==> config.mk <==
export PLATFORM = sky130hd
export DESIGN_NAME = branch_table
export DESIGN_NICKNAME = d
export VERILOG_FILES = /design/src/rtl/bp_pkg.sv /design/src/rtl/branch_table.sv
export SDC_FILE = /design/constraint.sdc
export NUM_CORES = 2
export LEC_CHECK = 0
export ABC_CLOCK_PERIOD_IN_PS = 9300
export BUFFER_PORTS_ARGS = -buffer_cell sky130_fd_sc_hd__buf_2
export CORE_UTILIZATION = 30
export CTS_CLUSTER_SIZE = 24
export DETAILED_ROUTE_END_ITERATION = 10
export GPL_ROUTABILITY_DRIVEN = 0
export PLACE_DENSITY = 0.54
export SLEW_MARGIN = 15
export SYNTH_ARGS = -nofsm -noshare
export SYNTH_HDL_FRONTEND = slang
export SYNTH_SLANG_ARGS = --single-unit
export TNS_END_PERCENT = 5
==> constraint.sdc <==
create_clock -name clk -period 9.3 [get_ports clk]
set_clock_uncertainty 0.15 [all_clocks]
set_input_delay 0 -clock clk [delete_from_list [all_inputs] [get_ports clk]]
set_output_delay 0 -clock clk [all_outputs]
set_load 0.1 [all_outputs]
==> src/rtl/bp_pkg.sv <==
// Shared address, counter and table layout definitions for the next-PC predictor.
`default_nettype none

package bp_pkg;

    // *********************************************************
    // Address layout
    // *********************************************************
    parameter int addr_w = 32;                    // Instruction address width.
    parameter int word_lsb = 2;                   // Byte offset bits within a word.
    parameter int tag_span_w = addr_w - word_lsb; // Index plus tag bits.

    typedef logic [addr_w-1:0] addr_t;

    parameter addr_t pc_step = 32'd4;             // Sequential fetch stride.
    parameter addr_t reset_vec = 32'h0000_0200;   // First fetch after reset.

    // *********************************************************
    // Misprediction counters
    // *********************************************************
    parameter int count_w = 32;

    typedef logic [count_w-1:0] count_t;

    // *********************************************************
    // Branch table entry layout
    // *********************************************************
    // An entry holds a valid bit, the address tag and the return flag.
    // The tag width depends on the table size, so only the fixed
    // part of the entry is defined here.
    parameter int entry_flag_w = 2;               // Valid bit plus use_ras bit.

endpackage

`default_nettype wire
==> src/rtl/branch_table.sv <==
// Direct-mapped branch target table with hit and misprediction detection and counters.
`timescale 1ns/1ns
`default_nettype none

module branch_table #(
    parameter int table_entries = 64,
    parameter bit use_predictor = 1'b1
) (
    input  logic           clk,
    input  logic           rst,
    input  logic           fetch_accept,
    input  bp_pkg::addr_t  accept_pc,
    input  bp_pkg::addr_t  if_pc,
    input  logic           res_valid,
    input  bp_pkg::addr_t  res_pc,
    input  logic           res_taken,
    input  bp_pkg::addr_t  res_target,
    input  logic           res_is_return,
    input  bp_pkg::addr_t  res_next_pc,
    output logic           hit,
    output logic           use_ras,
    output bp_pkg::addr_t  predicted_pc,
    output logic           flush,
    output bp_pkg::addr_t  redirect_pc,
    output bp_pkg::count_t mispredict_branch_count,
    output bp_pkg::count_t mispredict_return_count
);

    localparam int idx_w = $clog2(table_entries);               // Index bits above the byte offset.
    localparam int tag_w = bp_pkg::tag_span_w - idx_w;          // Remaining upper bits.
    localparam int entry_w = bp_pkg::entry_flag_w + tag_w;

    typedef struct packed {
        logic             valid;
        logic [tag_w-1:0] tag;
        logic             use_ras;
    } entry_t;

    logic [entry_w-1:0] tag_mem [table_entries];               // Valid, tag, return flag.
    bp_pkg::addr_t      target_mem [table_entries];            // Stored successor.

    entry_t             rd_entry;       // Entry of the last accepted PC.
    entry_t             wr_entry;       // Entry built from the resolution.
    bp_pkg::addr_t      rd_target;      // Target of the last accepted PC.
    logic [idx_w-1:0]   rd_idx;
    logic [idx_w-1:0]   wr_idx;
    bp_pkg::addr_t      seq_pc;         // Fall-through of the resolved PC.
    bp_pkg::addr_t      correct_pc;     // Architectural successor.
    logic               tag_match;
    logic               mispredict;

    // *********************************************************
    // Table memories
    // *********************************************************
    initial begin
        for (int i = 0; i < table_entries; i++) begin
            tag_mem[i] = '0;                        // All entries invalid.
            target_mem[i] = bp_pkg::reset_vec;
        end
    end

    assign rd_idx = accept_pc[bp_pkg::word_lsb +: idx_w];      // Fetch side index.
    assign wr_idx = res_pc[bp_pkg::word_lsb +: idx_w];         // Resolve side index.
    assign seq_pc = res_pc + bp_pkg::pc_step;
    assign correct_pc = res_taken ? res_target : seq_pc;

    // Remember the last outcome of this branch.
    assign wr_entry.valid = 1'b1;
    assign wr_entry.tag = res_pc[bp_pkg::addr_w-1 -: tag_w];
    assign wr_entry.use_ras = res_is_return;                    // Returns follow the stack.

    always_ff @(posedge clk) begin
        if (res_valid) begin
            tag_mem[wr_idx] <= wr_entry;
            target_mem[wr_idx] <= correct_pc;
        end
    end

    // Registered read, result seen the cycle after acceptance.
    always_ff @(posedge clk) begin
        if (fetch_accept) begin
            rd_entry <= tag_mem[rd_idx];
            rd_target <= target_mem[rd_idx];
        end
    end

    // *********************************************************
    // Prediction and misprediction
    // *********************************************************
    assign tag_match = rd_entry.valid &&
                       (rd_entry.tag == if_pc[bp_pkg::addr_w-1 -: tag_w]);   // Same branch.
    assign mispredict = res_valid && (res_next_pc != correct_pc);           // Fetch went astray.

    if (use_predictor) begin : g_predict
        assign hit = tag_match;
        assign flush = mispredict;                  // Only wrong guesses redirect.
    end else begin : g_static
        assign hit = 1'b0;                          // Always fall through.
        assign flush = res_valid & res_taken;       // Every taken branch redirects.
    end

    assign use_ras = rd_entry.use_ras;
    assign predicted_pc = rd_target;
    assign redirect_pc = correct_pc;

    // Counters split by the return flag.
    always_ff @(posedge clk) begin
        if (rst) begin
            mispredict_branch_count <= '0;
        end else if (mispredict && !res_is_return) begin
            mispredict_branch_count <= mispredict_branch_count + 1'b1;
        end
    end

    always_ff @(posedge clk) begin
        if (rst) begin
            mispredict_return_count <= '0;
        end else if (mispredict && res_is_return) begin
            mispredict_return_count <= mispredict_return_count + 1'b1;
        end
    end

    // *********************************************************
    // Checks
    // *********************************************************
    // Index and tag skip the byte offset, so a misaligned branch would alias.
    a_res_aligned: assert property (@(posedge clk) disable iff (rst)
        res_valid |-> (res_pc[bp_pkg::word_lsb-1:0] == '0) &&
                      (res_target[bp_pkg::word_lsb-1:0] == '0))
        else $error("resolution with a misaligned address");

endmodule

`default_nettype wire

After elaboration in Yosys (flattened, before gate mapping). Memories as Yosys holds them, arrays and structs flattened. A register that Yosys moved wholly into a read port is not among the register bits. Cells that the tools add are included.

Memory bits (writable): 3712. Memories: 2. Output and inout port bits: 131. Register bits after elaboration: 64. Bits of input ports: 166.

Reductions and logical operators: 5. Eq/ne operators: 2. Add/sub/neg operators: 3. Multiplexer cells: 3.

Memories: target_mem (words 64, width 32, rd ports 1, clocked after Yosys merged registers in 1, wr ports 1, line branch_table.sv:40) `bp_pkg::addr_t target_mem [table_entries];`; tag_mem (words 64, width 26, rd ports 1, clocked after Yosys merged registers in 1, wr ports 1, line branch_table.sv:39) `logic [entry_w-1:0] tag_mem [table_entries];`.

Operators by type and width (number): 32-bit by 1-bit adder with 32-bit output, second input constant (2); 32-bit by 3-bit adder with 32-bit output, second input constant (1); 32-bit 2-to-1 mux (1); 32-bit inequality test (1); 24-bit == test (1); 1-bit logical AND (4); 1-bit 2-to-1 mux (2); 1-bit zero test (1).

Depth between registers and ports, before layout.
Depth after elaboration: 5. Mapped depth: 15. Gate-level depth less buffers: 10.

Worst setup path before layout. Ideal clock, no wire load.

Kind: input -> register. Start point: input port res_taken. End point: register mispredict_return_count[1]. Library setup time: 0.128 ns. Required time: 9.022 ns. Arrival time: 7.551 ns. Slack: 1.471 ns. Buffers on the path: 3. Cell stages on the path: 11. Cells stage by stage: buf_2 o21ai_0 xor2_1 or4_1 or4_1 or4b_4 o31ai_4 buf_6 buf_6 mux2i_1 nor2_1.

Longest elaborated chain between the ends: 4.

RTL lines: start, declared (line branch_table.sv:16) `input logic res_taken,`; 32-bit 2-to-1 mux (line branch_table.sv:65) `assign correct_pc = res_taken ? res_target : seq_pc;`; named net redirect_pc[2] (line branch_table.sv:24) `output bp_pkg::addr_t redirect_pc,`; 32-bit inequality test (line branch_table.sv:92) `assign mispredict = res_valid && (res_next_pc != correct_pc);`; 1-bit logical AND (line branch_table.sv:92); 1-bit logical AND (line branch_table.sv:118) `end else if (mispredict && res_is_return) begin`; end signal, assigned (line branch_table.sv:119) `mispredict_return_count <= mispredict_return_count + 1'b1;`; end, declared (line branch_table.sv:26) `output bp_pkg::count_t mispredict_return_count`.

The timed path passes the listed nets, and every way through them passes these cells. A chain may end at the register's enable or synchronous reset.

Worst setup path after layout.
Start point: input port res_pc[25]. End point: output port flush.

Longest elaborated chain between the ends: 4.

RTL lines: start, declared (line branch_table.sv:15) `input bp_pkg::addr_t res_pc,`; 32-bit by 3-bit adder with 32-bit output (line branch_table.sv:64) `assign seq_pc = res_pc + bp_pkg::pc_step;`; 32-bit 2-to-1 mux (line branch_table.sv:65); 32-bit inequality test (line branch_table.sv:92); 1-bit logical AND (line branch_table.sv:92); end, declared (line branch_table.sv:23) `output logic flush,`.

No other way between the ends.

==> run metrics <==
status finished, final reports clean; Storage cell area 114000 um2; Avg Inst Size Synth 24.0 um2; critical path endpoint category primary output; Post-DP HPWL 257000 um; P_sw 0.00814 W; CTS tree yes; Ys Warns 0; worst-path maximum fanout 33; Layout area overhead 16.6%; vias in the first global route 72868; Hold Path Class in2reg; I/O Pins 297; synth unique cells 80; CTS Sinks 3834; Worst Tran Pin Value 1.32 ns; P_leak 52.7 nW; Post-synth EDFFs 3770; fin nets 7047; Routed WL per cell 33.2 um; Seq/Total Area, Yosys 77.3%; area leader, netlist edfxtp_1; main area contributors after synthesis edfxtp_1 (76%), mux4_2 (18%), dfxtp_1 (0.87%); WL final 455000 um; DR pass1 iterations 6; initial antenna violation count 54; Critical Path AT 5.75 ns; DR iter-0 viols 9752; pre-CTS WS 4.26 ns; Async SR Flop Fraction 0%; power share of the clock group 41.5%; Starting Density 30.2%; Slew Viols, Final 0; area taken by multi-input logic gates 33200 um2; Startpoint Class input pin; CTS buffer count 388; DRC viols 0; remaining antenna violation count after routing 0; Power Dens Cells 213 nW/um2; final setup violation count 0; Internal 0.0286 W; most common cell after layout, fill and taps aside edfxtp_1; site row count 257; worst rel slew slack 11.8%; Tot GR Track Use 17.8%; Core ar. 491000 um2; Seq pwr share 52.4%; number of synthesized register bits 3834; pin count of the biggest net entering global routing 138; crit path time final 5.90 ns; Die W 705 um; H-Tree Depth 5; max-cap violations 0; Post-Syn Instances 6158; CTS resizes 0; Vert. Die Dim 705 um; Crit path required time 9.15 ns; kind of critical path in2out; Vias/cell 5.36; TNS Setup 0 ns; fraction of layout cells with a size suffix above 1 33.0%; Final Hold Fails 0; post-CTS setup repair buffer count 0; CTS root buffer clkbuf_16; Worst-Skew Late Latency 0.97 ns; CTS Buffer Depth 4; commonest cells after routing, fill and taps aside edfxtp_1 (3770), mux4_2 (1214), clkbuf_16 (393); I/O Buffers 262; global-route wire length before repair 615000 um; total grt overflow 0; Mapped Area 148000 um2; top-area cell type share of the netlist area 76.5%; Clock transition at path regs 0.07 ns; RSZ-0062 raised after global routing no; Max VDD drop 162 uV; final worst setup slack 3.40 ns; sw frac 22.1%; leading register cell type out of synthesis edfxtp_1; via count 73384; Logic pwr share 6.0%; fmax 169 MHz; # fillers 44875; full die area 496000 um2; Tcrit/Tclk final 63.5%
==> final timing paths <==
path	from	end	slack (ns)	depth (start not counted)
setup / recovery	res_pc[25]	flush	3.40	13
hold / removal	accept_pc[4]	predicted_pc[26]	0.08	3
setup reg to reg	mispredict_branch_count[3]	mispredict_branch_count[29]	6.10	9
hold reg to reg	mispredict_branch_count[5]	mispredict_branch_count[5]	0.35	2
==> state kept, by name, summed over array words and instances, names as in the netlist <==
name                     count
mispredict_return_count     32
use_ras                      1
tag_mem                   1664
rd_entry                    25
predicted_pc                32
target_mem                2048
mispredict_branch_count     32
==> kinds of logic (layout without fill, tap and decap cells) <==
| logic type | after synthesis | in the layout | synth area share, % |
|---|---|---|---|
| buf+inv | 347 | 1316 | 0.911 |
| xor+xnor | 85 | 85 | 0.532 |
| other cells | 1 | 98 | 0.00253 |
| compound gates | 204 | 204 | 0.933 |
| fa+ha+maj | 3 | 3 | 0.0254 |
| simple gates | 441 | 441 | 1.59 |
| mux | 1243 | 1243 | 18.7 |
| flops | 3834 | 3834 | 77.3 |
==> cell usage after synthesis (24+ instances only) <==
cell type / number
and3_1: 24
nand3_1: 34
nand2_1: 82
mux4_2: 1214
a21oi_1: 50
o21ai_0: 47
nor2_1: 106
edfxtp_1: 3770
dfxtp_1: 64
buf_1: 103
xor2_1: 42
o31ai_1: 24
xnor2_1: 40
clkbuf_1: 210
nor3_1: 28
==> layout make-up <==
cell class | count | share of cell area (%)
timing repair buffer | 597 | 2.59
sequential | 3834 | 66.3
inverter | 17 | 0.0370
multi-input combinational | 2040 | 19.2
antenna | 34 | 0.0493
clock buffer | 499 | 5.96
tap | 6475 | 4.69
clock inverter | 203 | 1.13
==> layer usage <==
metal | GRT usage [%] | wire length (um) | part of all wire [%]
met1 | 25.0 | 187000 | 41
met2 | 27.2 | 206000 | 45
met3 | 5.11 | 48300 | 11
met4 | 4.77 | 13100 | 2.9
met5 | 0 | 199 | 0.044
==> power groups by stage <==
| stage | Combinational (W) | Clock, W | Sequential [W] |
|---|---|---|---|
| global placement | 0.00215 | 0 | 0.0196 |
| detailed placement | 0.00219 | 0 | 0.0196 |
| floorplan | 0.00119 | 0 | 0.0198 |
| global route | 0.00232 | 0.0161 | 0.0193 |
| CTS | 0.00223 | 0.0155 | 0.0193 |
| finish | 0.00221 | 0.0153 | 0.0193 |
==> critical path, stage by stage <==
cell	delay (ns)
dlygate4sd3_1	0.51
buf_2	0.10
dlygate4sd3_1	0.54
buf_4	0.30
and3_1	0.48
nand4_1	0.39
o311a_1	0.44
a221oi_1	0.37
xor2_1	0.31
nand4_1	0.85
o31ai_4	0.99
inv_1	0.10
buf_2	0.32
==> per-stage QoR <==
step	hold WS [ns]	std cells	instance area [um2]	power, W	util (%)
final	0.0774	13699	173000	0.0367	35.2
after CTS	0.00757	13665	173000	0.0370	35.2
after detailed placement	0.338	12877	159000	0.0218	32.5
after floorplan	-0.0511	6221	148000	0.0210	-
after global routing	0.0846	13669	173000	0.0377	35.2
after global placement	0.331	12865	159000	0.0218	32.4
==> timing repair <==
action | in CTS | in global routing
hold buffers | 86 | 0
hold endpoints to repair | 3464 | 0
endpoints found under the setup margin | 0 | 0
Power figures use the tool's default switching activity.
