--- config.mk ---
export PLATFORM = sky130hd
export DESIGN_NAME = return_stack
export DESIGN_NICKNAME = d
export VERILOG_FILES = /design/src/rtl/bp_pkg.sv /design/src/rtl/return_stack.sv
export SDC_FILE = /design/constraint.sdc
export NUM_CORES = 1
export LEC_CHECK = 0
export BUFFER_PORTS_ARGS = -buffer_cell sky130_fd_sc_hd__buf_2
export CAP_MARGIN = 20
export CORE_UTILIZATION = 40
export CTS_CLUSTER_SIZE = 25
export DETAILED_ROUTE_END_ITERATION = 6
export PLACE_DENSITY_LB_ADDON = 0.25
export SKIP_LAST_GASP = 1
export SYNTH_ARGS = -nofsm -noshare
export SYNTH_HDL_FRONTEND = slang
export SYNTH_SLANG_ARGS = --single-unit
--- constraint.sdc ---
create_clock -name clk -period 3.1 [get_ports clk]
set_input_delay 0.155 -clock clk [delete_from_list [all_inputs] [get_ports clk]]
set_output_delay 0.155 -clock clk [all_outputs]
set_load 0.03 [all_outputs]
--- src/rtl/bp_pkg.sv ---
// Shared address, counter and table layout definitions for the next-PC predictor.
`default_nettype none

package bp_pkg;

    // *********************************************************
    // Address layout
    // *********************************************************
    parameter int addr_w = 32;                    // Instruction address width.
    parameter int word_lsb = 2;                   // Byte offset bits within a word.
    parameter int tag_span_w = addr_w - word_lsb; // Index plus tag bits.

    typedef logic [addr_w-1:0] addr_t;

    parameter addr_t pc_step = 32'd4;             // Sequential fetch stride.
    parameter addr_t reset_vec = 32'h0000_0200;   // First fetch after reset.

    // *********************************************************
    // Misprediction counters
    // *********************************************************
    parameter int count_w = 32;

    typedef logic [count_w-1:0] count_t;

    // *********************************************************
    // Branch table entry layout
    // *********************************************************
    // An entry holds a valid bit, the address tag and the return flag.
    // The tag width depends on the table size, so only the fixed
    // part of the entry is defined here.
    parameter int entry_flag_w = 2;               // Valid bit plus use_ras bit.

endpackage

`default_nettype wire
--- src/rtl/return_stack.sv ---
// Circular return-address stack updated by resolved calls and returns.
`timescale 1ns/1ns
`default_nettype none

module return_stack #(
    parameter int ras_depth = 8
) (
    input  logic          clk,
    input  logic          rst,
    input  logic          res_valid,
    input  logic          res_is_call,
    input  logic          res_is_return,
    input  bp_pkg::addr_t res_pc,
    output bp_pkg::addr_t ras_top
);

    localparam int ptr_w = (ras_depth > 1) ? $clog2(ras_depth) : 1;
    localparam int cnt_w = $clog2(ras_depth + 1);
    localparam logic [ptr_w-1:0] last_slot = ptr_w'(ras_depth - 1);    // Wrap point.
    localparam logic [cnt_w-1:0] full_count = cnt_w'(ras_depth);

    bp_pkg::addr_t    stack_mem [ras_depth];   // Return addresses.
    logic [ptr_w-1:0] top_ptr;                 // Slot of the newest entry.
    logic [ptr_w-1:0] ptr_up;
    logic [ptr_w-1:0] ptr_dn;
    logic [cnt_w-1:0] count;                   // Live entries.
    logic             push;
    logic             pop;
    logic             empty;
    bp_pkg::addr_t    push_pc;

    assign push = res_valid & res_is_call;
    assign pop = res_valid & res_is_return;
    assign empty = (count == '0);
    assign push_pc = res_pc + bp_pkg::pc_step;                         // Return lands after call.
    assign ptr_up = (top_ptr == last_slot) ? '0 : top_ptr + 1'b1;
    assign ptr_dn = (top_ptr == '0) ? last_slot : top_ptr - 1'b1;

    // *********************************************************
    // Pointer and occupancy
    // *********************************************************
    always_ff @(posedge clk) begin
        if (rst) begin
            top_ptr <= '0;
            count <= '0;
        end else if (push && pop) begin
            if (empty) begin
                count <= cnt_w'(1);             // Replace on empty leaves one entry.
            end
        end else if (push) begin
            top_ptr <= ptr_up;
            if (count != full_count) begin
                count <= count + 1'b1;          // Full stack drops the oldest.
            end
        end else if (pop && !empty) begin
            top_ptr <= ptr_dn;
            count <= count - 1'b1;
        end
    end

    // Call and return together swap the top entry in place.
    always_ff @(posedge clk) begin
        if (push) begin
            stack_mem[pop ? top_ptr : ptr_up] <= push_pc;
        end
    end

    assign ras_top = empty ? bp_pkg::reset_vec : stack_mem[top_ptr];   // Idle value.

    // Program order must never return more often than it called.
    a_no_empty_pop: assert property (@(posedge clk) disable iff (rst)
        pop && !push |-> !empty)
        else $error("return resolved with an empty stack");

endmodule

`default_nettype wire

# After elaboration in Yosys (flattened, before gate mapping)
# Memory sizes are Yosys's and may differ from the RTL's. A register that Yosys moved wholly into a read port is not among the register bits.
# Cells that the tools add are included.
[totals] romBits=0 latch_bits=0 mem_bits_rw=256 input_bits=37 regBits=7 mem_count=1
[op_classes] bitwise_logic=3 n_shift=0 n_mux=15 n_lt_le_gt_ge=0 add_sub_neg=5 reduce_logical=9 div=0 n_eq_ne=4 multipliers=0
[mem_list] memory="stack_mem" depth=8 word_bits=32 rd=1 rd_clocked_by_memory_dff=1 write_ports=1 line_no="return_stack.sv:22" source="bp_pkg::addr_t stack_mem [ras_depth];"
[ops] cell="adder 32 x 3 -> 32 bit, second input constant" n=1
[ops] cell="2-to-1 mux 32 bit" n=1
[ops] cell="2-to-1 mux 3 bit" n=7
[ops] cell="2-to-1 mux 4 bit" n=5
[ops] cell="adder 4 x 1 -> 4 bit, second input constant" n=1
[ops] cell="logical NOT 4 bit" n=1
[ops] cell="inequality test 4 bit, second input constant" n=1
[ops] cell="subtractor 4 x 1 -> 4 bit, second input constant" n=1
[ops] cell="adder 3 x 1 -> 3 bit, second input constant" n=1
[ops] cell="equality test 3 bit, second input constant" n=1
[ops] cell="logical NOT 3 bit" n=1
[ops] cell="inequality test 3 x 1 -> 1 bit, second input constant" n=1
[ops] cell="AND reduction 3 bit" n=1
[ops] cell="nonzero test 3 bit" n=1
[ops] cell="subtractor 3 x 1 -> 3 bit, second input constant" n=1
[ops] cell="AND 1 bit" n=2
[ops] cell="logical AND 1 bit" n=2
[ops] cell="2-to-1 mux 1 bit" n=2
[ops] cell="inequality test 2 bit, second input constant" n=1
[ops] cell="AND reduction 2 bit" n=1
[ops] cell="nonzero test 2 bit" n=1
[ops] cell="logical NOT 1 bit" n=1
[ops] cell="inverter 1 bit" n=1

# Logic depth before layout (Yosys ltp)
# Gate-level depths: netlist of run 1.
[depth] depth_word=7 mapped_depth=7 ltp_nobuf=6

# Least setup slack after synthesis of run 1
# Ideal clock, no wire load.
[synth_path] path_kind="reg2reg" startpoint="register top_ptr[0]" endpoint="memory stack_mem[7][0] (netlist bit) (enable)" t_arrival_ns=2.579 setup_slack_ns=0.100 synth_period_minus_slack_ns=3.000 path_buffers=0 setup_time_ns=0.421 path_stages_with_launch=7 path_cell_list="dfxtp_1 -> ha_1 -> ha_1 -> nor2_1 -> mux2i_1 -> or2_2 -> nor2_1"
[synth_via] elab_chain_len=3
[synth_rtl] element="start: declaration" line_no="return_stack.sv:23" source="logic [ptr_w-1:0] top_ptr;"
[synth_rtl] element="start signal: assignment" line_no="return_stack.sv:51" source="top_ptr <= ptr_up;"
[synth_rtl] element="start signal: assignment" line_no="return_stack.sv:56" source="top_ptr <= ptr_dn;"
[synth_rtl] element="adder 3 x 1 -> 3 bit or equality test 3 bit (tied branches)" line_no="return_stack.sv:36" source="assign ptr_up = (top_ptr == last_slot) ? '0 : top_ptr + 1'b1;"
[synth_rtl] element="2-to-1 mux 3 bit" line_no="return_stack.sv:36"
[synth_rtl] element="2-to-1 mux 3 bit *" line_no="return_stack.sv:64" source="stack_mem[pop ? top_ptr : ptr_up] <= push_pc;"
[synth_rtl] element="end: declaration" line_no="return_stack.sv:22"
# Mark *: on every way between the ends. The rest lies on a longest branch, timed or not.

==> results of run 1 <==
worst paths after layout:
path | slack [ns] | to | depth (start not counted) | startpoint
max | 0.48 | ras_top[18] | 5 | flop
min | 0.08 | count[0] | 3 | res_valid
max reg2reg | 0.79 | stack_mem[0][3] | 7 | top_ptr[0]
min reg2reg | 0.59 | flop | 2 | top_ptr[1]
synth_stat cells, types with 2 or more instances:
master,n,area [sq um]
a211o_1,2,17.5
buf_1,3,11.3
nor3_1,5,25.0
a32o_1,2,20.0
nor3_2,2,20.0
nor2_1,48,180
clkbuf_1,12,45.0
and4_1,2,17.5
a22o_1,2,17.5
xnor2_1,24,210
o21ai_0,4,20.0
inv_1,9,33.8
mux2i_1,33,330
nand3_1,11,55.1
edfxtp_1,256,7690
buf_2,12,60.1
a21oi_1,5,25.0
and3_1,5,31.3
nand2_1,9,33.8
nor2b_1,3,18.8
xor2_1,10,87.6
ha_1,8,100
mux4_2,64,1440
nand4_1,11,68.8
a31oi_1,5,31.3
dfxtp_1,10,200
per-layer routing:
layer  routed length (microns)  up-vias  share of wire [%]
li1                          -     2527                  -
met1                     10200     2931                 44
met2                     11500      145                 50
met3                      1050       36                4.6
met4                       408        2                1.8
met5                         8        -              0.035
critical path, stage by stage (launching register included):
cell	delay (ns)
dfxtp_2	0.58
buf_4	0.45
mux4_2	0.37
mux2i_1	0.26
nor2_1	0.07
buf_2	0.19
power breakdown:
group,switching [W],leakage (nW),total (W),internal [W]
Clock,0.00131,0.430,0.00319,0.00187
Combinational,0.000697,1.32,0.00109,0.000393
Sequential,0.0000580,2.39,0.00410,0.00404
stage by stage:
step                util, %  hold slack (ns)  cell area [sq um]
floorplan                 -            0.236              11000
global placement       44.2            0.422              11900
detailed placement     44.2            0.431              11900
CTS                    47.6           0.0577              12800
global route           47.6           0.0929              12800
finish                 47.6           0.0770              12800
state kept, by name, indices dropped and copies added, names as in the netlist, named ones only:
register   count
stack_mem    256
count          4
top_ptr        3
cells by family (layout without fill, tap and decap cells):
logic type | Yosys count | in the layout | share of synthesized area, %
adders and majority gates | 8 | 8 | 0.912
DFF | 266 | 266 | 71.9
and+or+nand+nor | 106 | 106 | 5.11
buffers and inverters | 36 | 152 | 1.37
xor gates and xnor gates | 34 | 34 | 2.71
muxes | 97 | 97 | 16.1
AOI/OAI and AO/OA | 28 | 28 | 1.86
cell type report:
cell class | count | area [sq um] | area share (%)
Clock buffer | 29 | 693 | 5.40
Multi-Input combinational cell | 273 | 3000 | 23.4
Tap cell | 341 | 427 | 3.32
Timing Repair Buffer | 94 | 593 | 4.62
Inverter | 9 | 33.8 | 0.263
Clock inverter | 20 | 194 | 1.51
Sequential cell | 266 | 7890 | 61.5
==> results.cfg, run 1 <==
[status]
run_status = finished clean

[final_layout]
area_growth_pct = 17.0
nets = 716
antenna_cells = 0
final_common_cell = edfxtp_1
final_cell_mix = edfxtp_1 (256), buf_2 (68), mux4_2 (64)
stdcell_count = 1032
fillCellCount = 2229
drive_gt1_share_pct = 32.1

[placement]
hpwlAfterDp_microns = 14100
dp_cells = 980
place_congestion = 0.726
pre_cts_ws_ns = 0.775
port_buffers = 68

[yosys]
synth_ff_type = edfxtp_1
syn_avg_cell_area_sq_um = 19.1
syn_inst = 575
synth.distinct_cells = 44
ys_ff_latch = 266
synthArstFlopShare_pct = 0
ys_warn_count = 0
syn-cell-area_sq_um = 11000
synth-edff-count = 256
syn_nets = 620
synth_seq_area_share_pct = 71.9

[pwr]
peakVddDrop_uv = 404
finalPower_w = 0.00837
p_leak_nw = 4.15
powerDensity_nw_per_um2 = 652

[setup_path]
cp-start-kind = flop
path_max_fanout = 24
arrival_ns = 2.46
end_kind = primary output
criticalPathCategory = flop to primary output
crit_required_ns = 2.94

[route]
drt_iter0_markers = 353
drc = 0
ant_nets = 0
routed_wl_microns = 23100
vias = 5641
post_drt_via_cell_ratio = 5.47
drt-pass1-iter-count = 5
wl_per_cell_microns = 22.4

[floorplan]
pin_count = 69
die_area_sq_um = 28100
die_w_microns = 168
fp.dieH_microns = 168
row_count = 60
core_area_sq_um = 27000
start_util_pct = 40.7

[job]
drv_cap = 0

[global_routing]
grt_max_degree = 35
grt_pass1_vias = 5980
grtUsageMet1_pct = 22.6
grt_util_met2_pct = 28.8
grt_pass1_wl_microns = 35200
grt_overflow = 0
antenna_found_initial = 1
met3_usage_pct = 2.58
grtUsageTotal_pct = 16.9
busiest_layer = met2

[sta]
tightest_slew_ns = 0.674
finalCriticalPeriod_ns = 2.62
slew_viol_final = 0
max-slew-margin-rel_pct = 54.7
fmax_mhz = 382
tns_ns = 0
layout_setup_ws_ns = 0.483
clock_skew_ns = 0.0160
hold_viol = 0
grt_setup_unrepaired = false
period_share_pct = 84.4
setup_viol_count_final = 0

[cts]
cts_resized = 0
cts_buffers = 27
ctsLongestPathBuffers = 3
htree_levels = 1
cts-root-buf = clkbuf_16
clock_latency_ns = 0.53
clkTransAtPathRegs_ns = 0.06
post_cts_buffers = 0
clock_sinks = 266
cts_tree = yes
postCtsHoldBufs = 3

[hold_path]
hp-class = primary input to flop
No activity file was read; power rests on OpenSTA's default activity.
==> run 2: changes to the inputs <==
--- a/config.mk
+++ b/config.mk
@@ -5,6 +5,7 @@
 export SDC_FILE = /design/constraint.sdc
 export NUM_CORES = 1
 export LEC_CHECK = 0
+export ABC_AREA = 1
 export BUFFER_PORTS_ARGS = -buffer_cell sky130_fd_sc_hd__buf_2
 export CAP_MARGIN = 20
 export CORE_UTILIZATION = 40
==> constraint.sdc (replaced) <==
create_clock -name clk -period 2.13 [get_ports clk]
set_input_delay 0.1065 -clock clk [delete_from_list [all_inputs] [get_ports clk]]
set_output_delay 0.1065 -clock clk [all_outputs]
set_load 0.03 [all_outputs]
==> results.cfg, run 2 <==
[global_routing]
grt_pass1_wl_microns = 46800
grt_max_degree = 35
grt_pass1_vias = 7913
antenna_found_initial = 0
grt_overflow = 0
grtUsageTotal_pct = 21.6

[sta]
tightest_slew_ns = 0.886
fmax_mhz = 461
grt_setup_unrepaired = true
slew_viol_final = 0
max-slew-margin-rel_pct = 40.5
tns_ns = -0.129
layout_setup_ws_ns = -0.0374
clock_skew_ns = 0.0244
period_share_pct = 102
setup_viol_count_final = 6
hold_viol = 0
finalCriticalPeriod_ns = 2.17

[cts]
cts_tree = yes
htree_levels = 1
cts-root-buf = clkbuf_16
clkTransAtPathRegs_ns = 0.06
clock_sinks = 266
clock_latency_ns = 0.55
cts_buffers = 28
ctsLongestPathBuffers = 3

[pwr]
switching_power_w = 0.00413
p_sw_share_pct = 30.1
clkPwrFrac_pct = 31.7
seqPwrFrac_pct = 43.6
peakVddDrop_uv = 740
finalPower_w = 0.0138
p_int_w = 0.00962
powerDensity_nw_per_um2 = 935
p_leak_nw = 5.25
combPwrFrac_pct = 24.7

[yosys]
synthArstFlopShare_pct = 0
synth.distinct_cells = 37
synth_ff_type = edfxtp_1
ys_warn_count = 0
synth_most_common_cell = edfxtp_1
synth_top_area_share_pct = 67.5
syn-cell-area_sq_um = 11400
syn_avg_cell_area_sq_um = 11.7
netlist_top_cells_count = edfxtp_1 (256), nor2_1 (213), o21ai_0 (129)
synth_seq_area_share_pct = 69.3
syn_nets = 1021
yosys.area.top_type = edfxtp_1
synth-edff-count = 256
ys_ff_latch = 266
ys_top_cells_by_area = edfxtp_1 (68%), nor2_1 (7.0%), o21ai_0 (5.7%)
syn_inst = 976

[floorplan]
die_w_microns = 171
fp.dieH_microns = 171
pin_count = 69
row_count = 61
start_util_pct = 40.9
core_area_sq_um = 27900
die_area_sq_um = 29200

[setup_path]
crit_chain = buf_12 > buf_12 > clkbuf_16 > nor2_2 > o22ai_2 > o21ai_2 > nor2_1 > buf_4
slowest_delay_ns = 0.36
end_kind = primary output
cp-start-kind = flop
crit_required_ns = 2.02
path_max_fanout = 5
arrival_ns = 2.06
slowest_stage = dfxtp_4
criticalPathCategory = flop to primary output
worst_path_most_repeated_cell = buf_12

[final_layout]
stdcell_count = 1512
largest_reg_flops = 256
nets = 1158
reg.largest.list = stack_mem x256, count x4, top_ptr x3
multi_input_area_sq_um = 3400
final_cell_mix = edfxtp_1 (256), nor2_1 (193), o21ai_1 (80)
seqCellArea_sq_um = 7900
drive_gt1_share_pct = 24.9
regMostFlops = stack_mem
antenna_cells = 0
final_common_cell = edfxtp_1
fillCellCount = 2360
area_growth_pct = 29.1

[job]
drv_cap = 0

[route]
wl_per_cell_microns = 21.4
drt_iter0_markers = 743
ant_nets = 0
drc = 0
routed_wl_microns = 32400
post_drt_via_cell_ratio = 5.42
drt-pass1-iter-count = 4
vias = 8194

[placement]
dp_cells = 1419
pre_cts_ws_ns = 0.0829
port_buffers = 68
hpwlAfterDp_microns = 17800
place_congestion = 0.835

[hold_path]
hp-class = primary input to flop

[status]
run_status = finished, violations left
violations = negative setup slack
-- run 2: worst max-delay path, delay by kind of cell, from the launching register on --
family          cells  cell delay, ns
buf+inv             4            0.63
flops               1            0.36
compound gates      2            0.31
simple gates        2            0.21
-- run 2: cells by family after synthesis --
logic type / Yosys count / synth area share (%)
simple gates: 353 / 13.3
flops: 266 / 69.3
compound gates: 236 / 11.1
buf+inv: 85 / 3.14
xor+xnor: 28 / 2.29
fa+ha+maj: 8 / 0.879
-- run 2: through the flow --
step           hold WS, ns  utilization (%)  instance area [sq um]
2_1_floorplan        0.176                -                  11400
3_3_place_gp         0.353             45.5                  12700
3_5_place_dp         0.362             45.5                  12700
4_1_cts           0.000317             51.0                  14200
5_1_grt            0.00703             52.8                  14700
6_report            0.0138             52.8                  14700
-- run 2: power by group through the flow --
stage / Clock (W) / Sequential, W / Combinational (W)
after floorplan: 0 / 0.00607 / 0.00165
after global placement: 0 / 0.00610 / 0.00256
after detailed placement: 0 / 0.00610 / 0.00257
after CTS: 0.00443 / 0.00599 / 0.00314
after global routing: 0.00464 / 0.00600 / 0.00364
final: 0.00436 / 0.00599 / 0.00340
-- run 2: area by class of cell --
type,count,share of cell area [%]
Clock buffer,31,4.84
Clock inverter,20,0.757
Inverter,33,1.02
Multi-Input combinational cell,625,23.2
Sequential cell,266,53.7
Tap cell,378,3.22
Timing Repair Buffer,159,13.3
-- run 2: path summary, 6_finish.rpt --
path / startpoint / slack (ns) / to / cells past startpoint
min: res_pc[2] / 0.01 / stack_mem[2][2] / 2
max: flop / -0.04 / ras_top[26] / 8
max reg2reg: top_ptr[0] / 0.12 / stack_mem[5][9] / 8
min reg2reg: count[3] / 0.50 / count[3] / 2
-- run 2: repair_timing --
item	CTS	global route
hold buffers	5	0
resized for setup	99	93
gates cloned	13	13
hold endpoints to repair	26	0
setup endpoints to repair	29	282
buffers inserted	9	5
pin swaps	18	60
-- run 2: per-layer routing --
layer	GRT usage, %	share of wire (%)	vias up
met5	0	0	-
met4	4.86	1.4	0
li1	-	-	3793
met3	3.82	7.1	33
met1	30.1	44	4059
met2	35.1	48	309
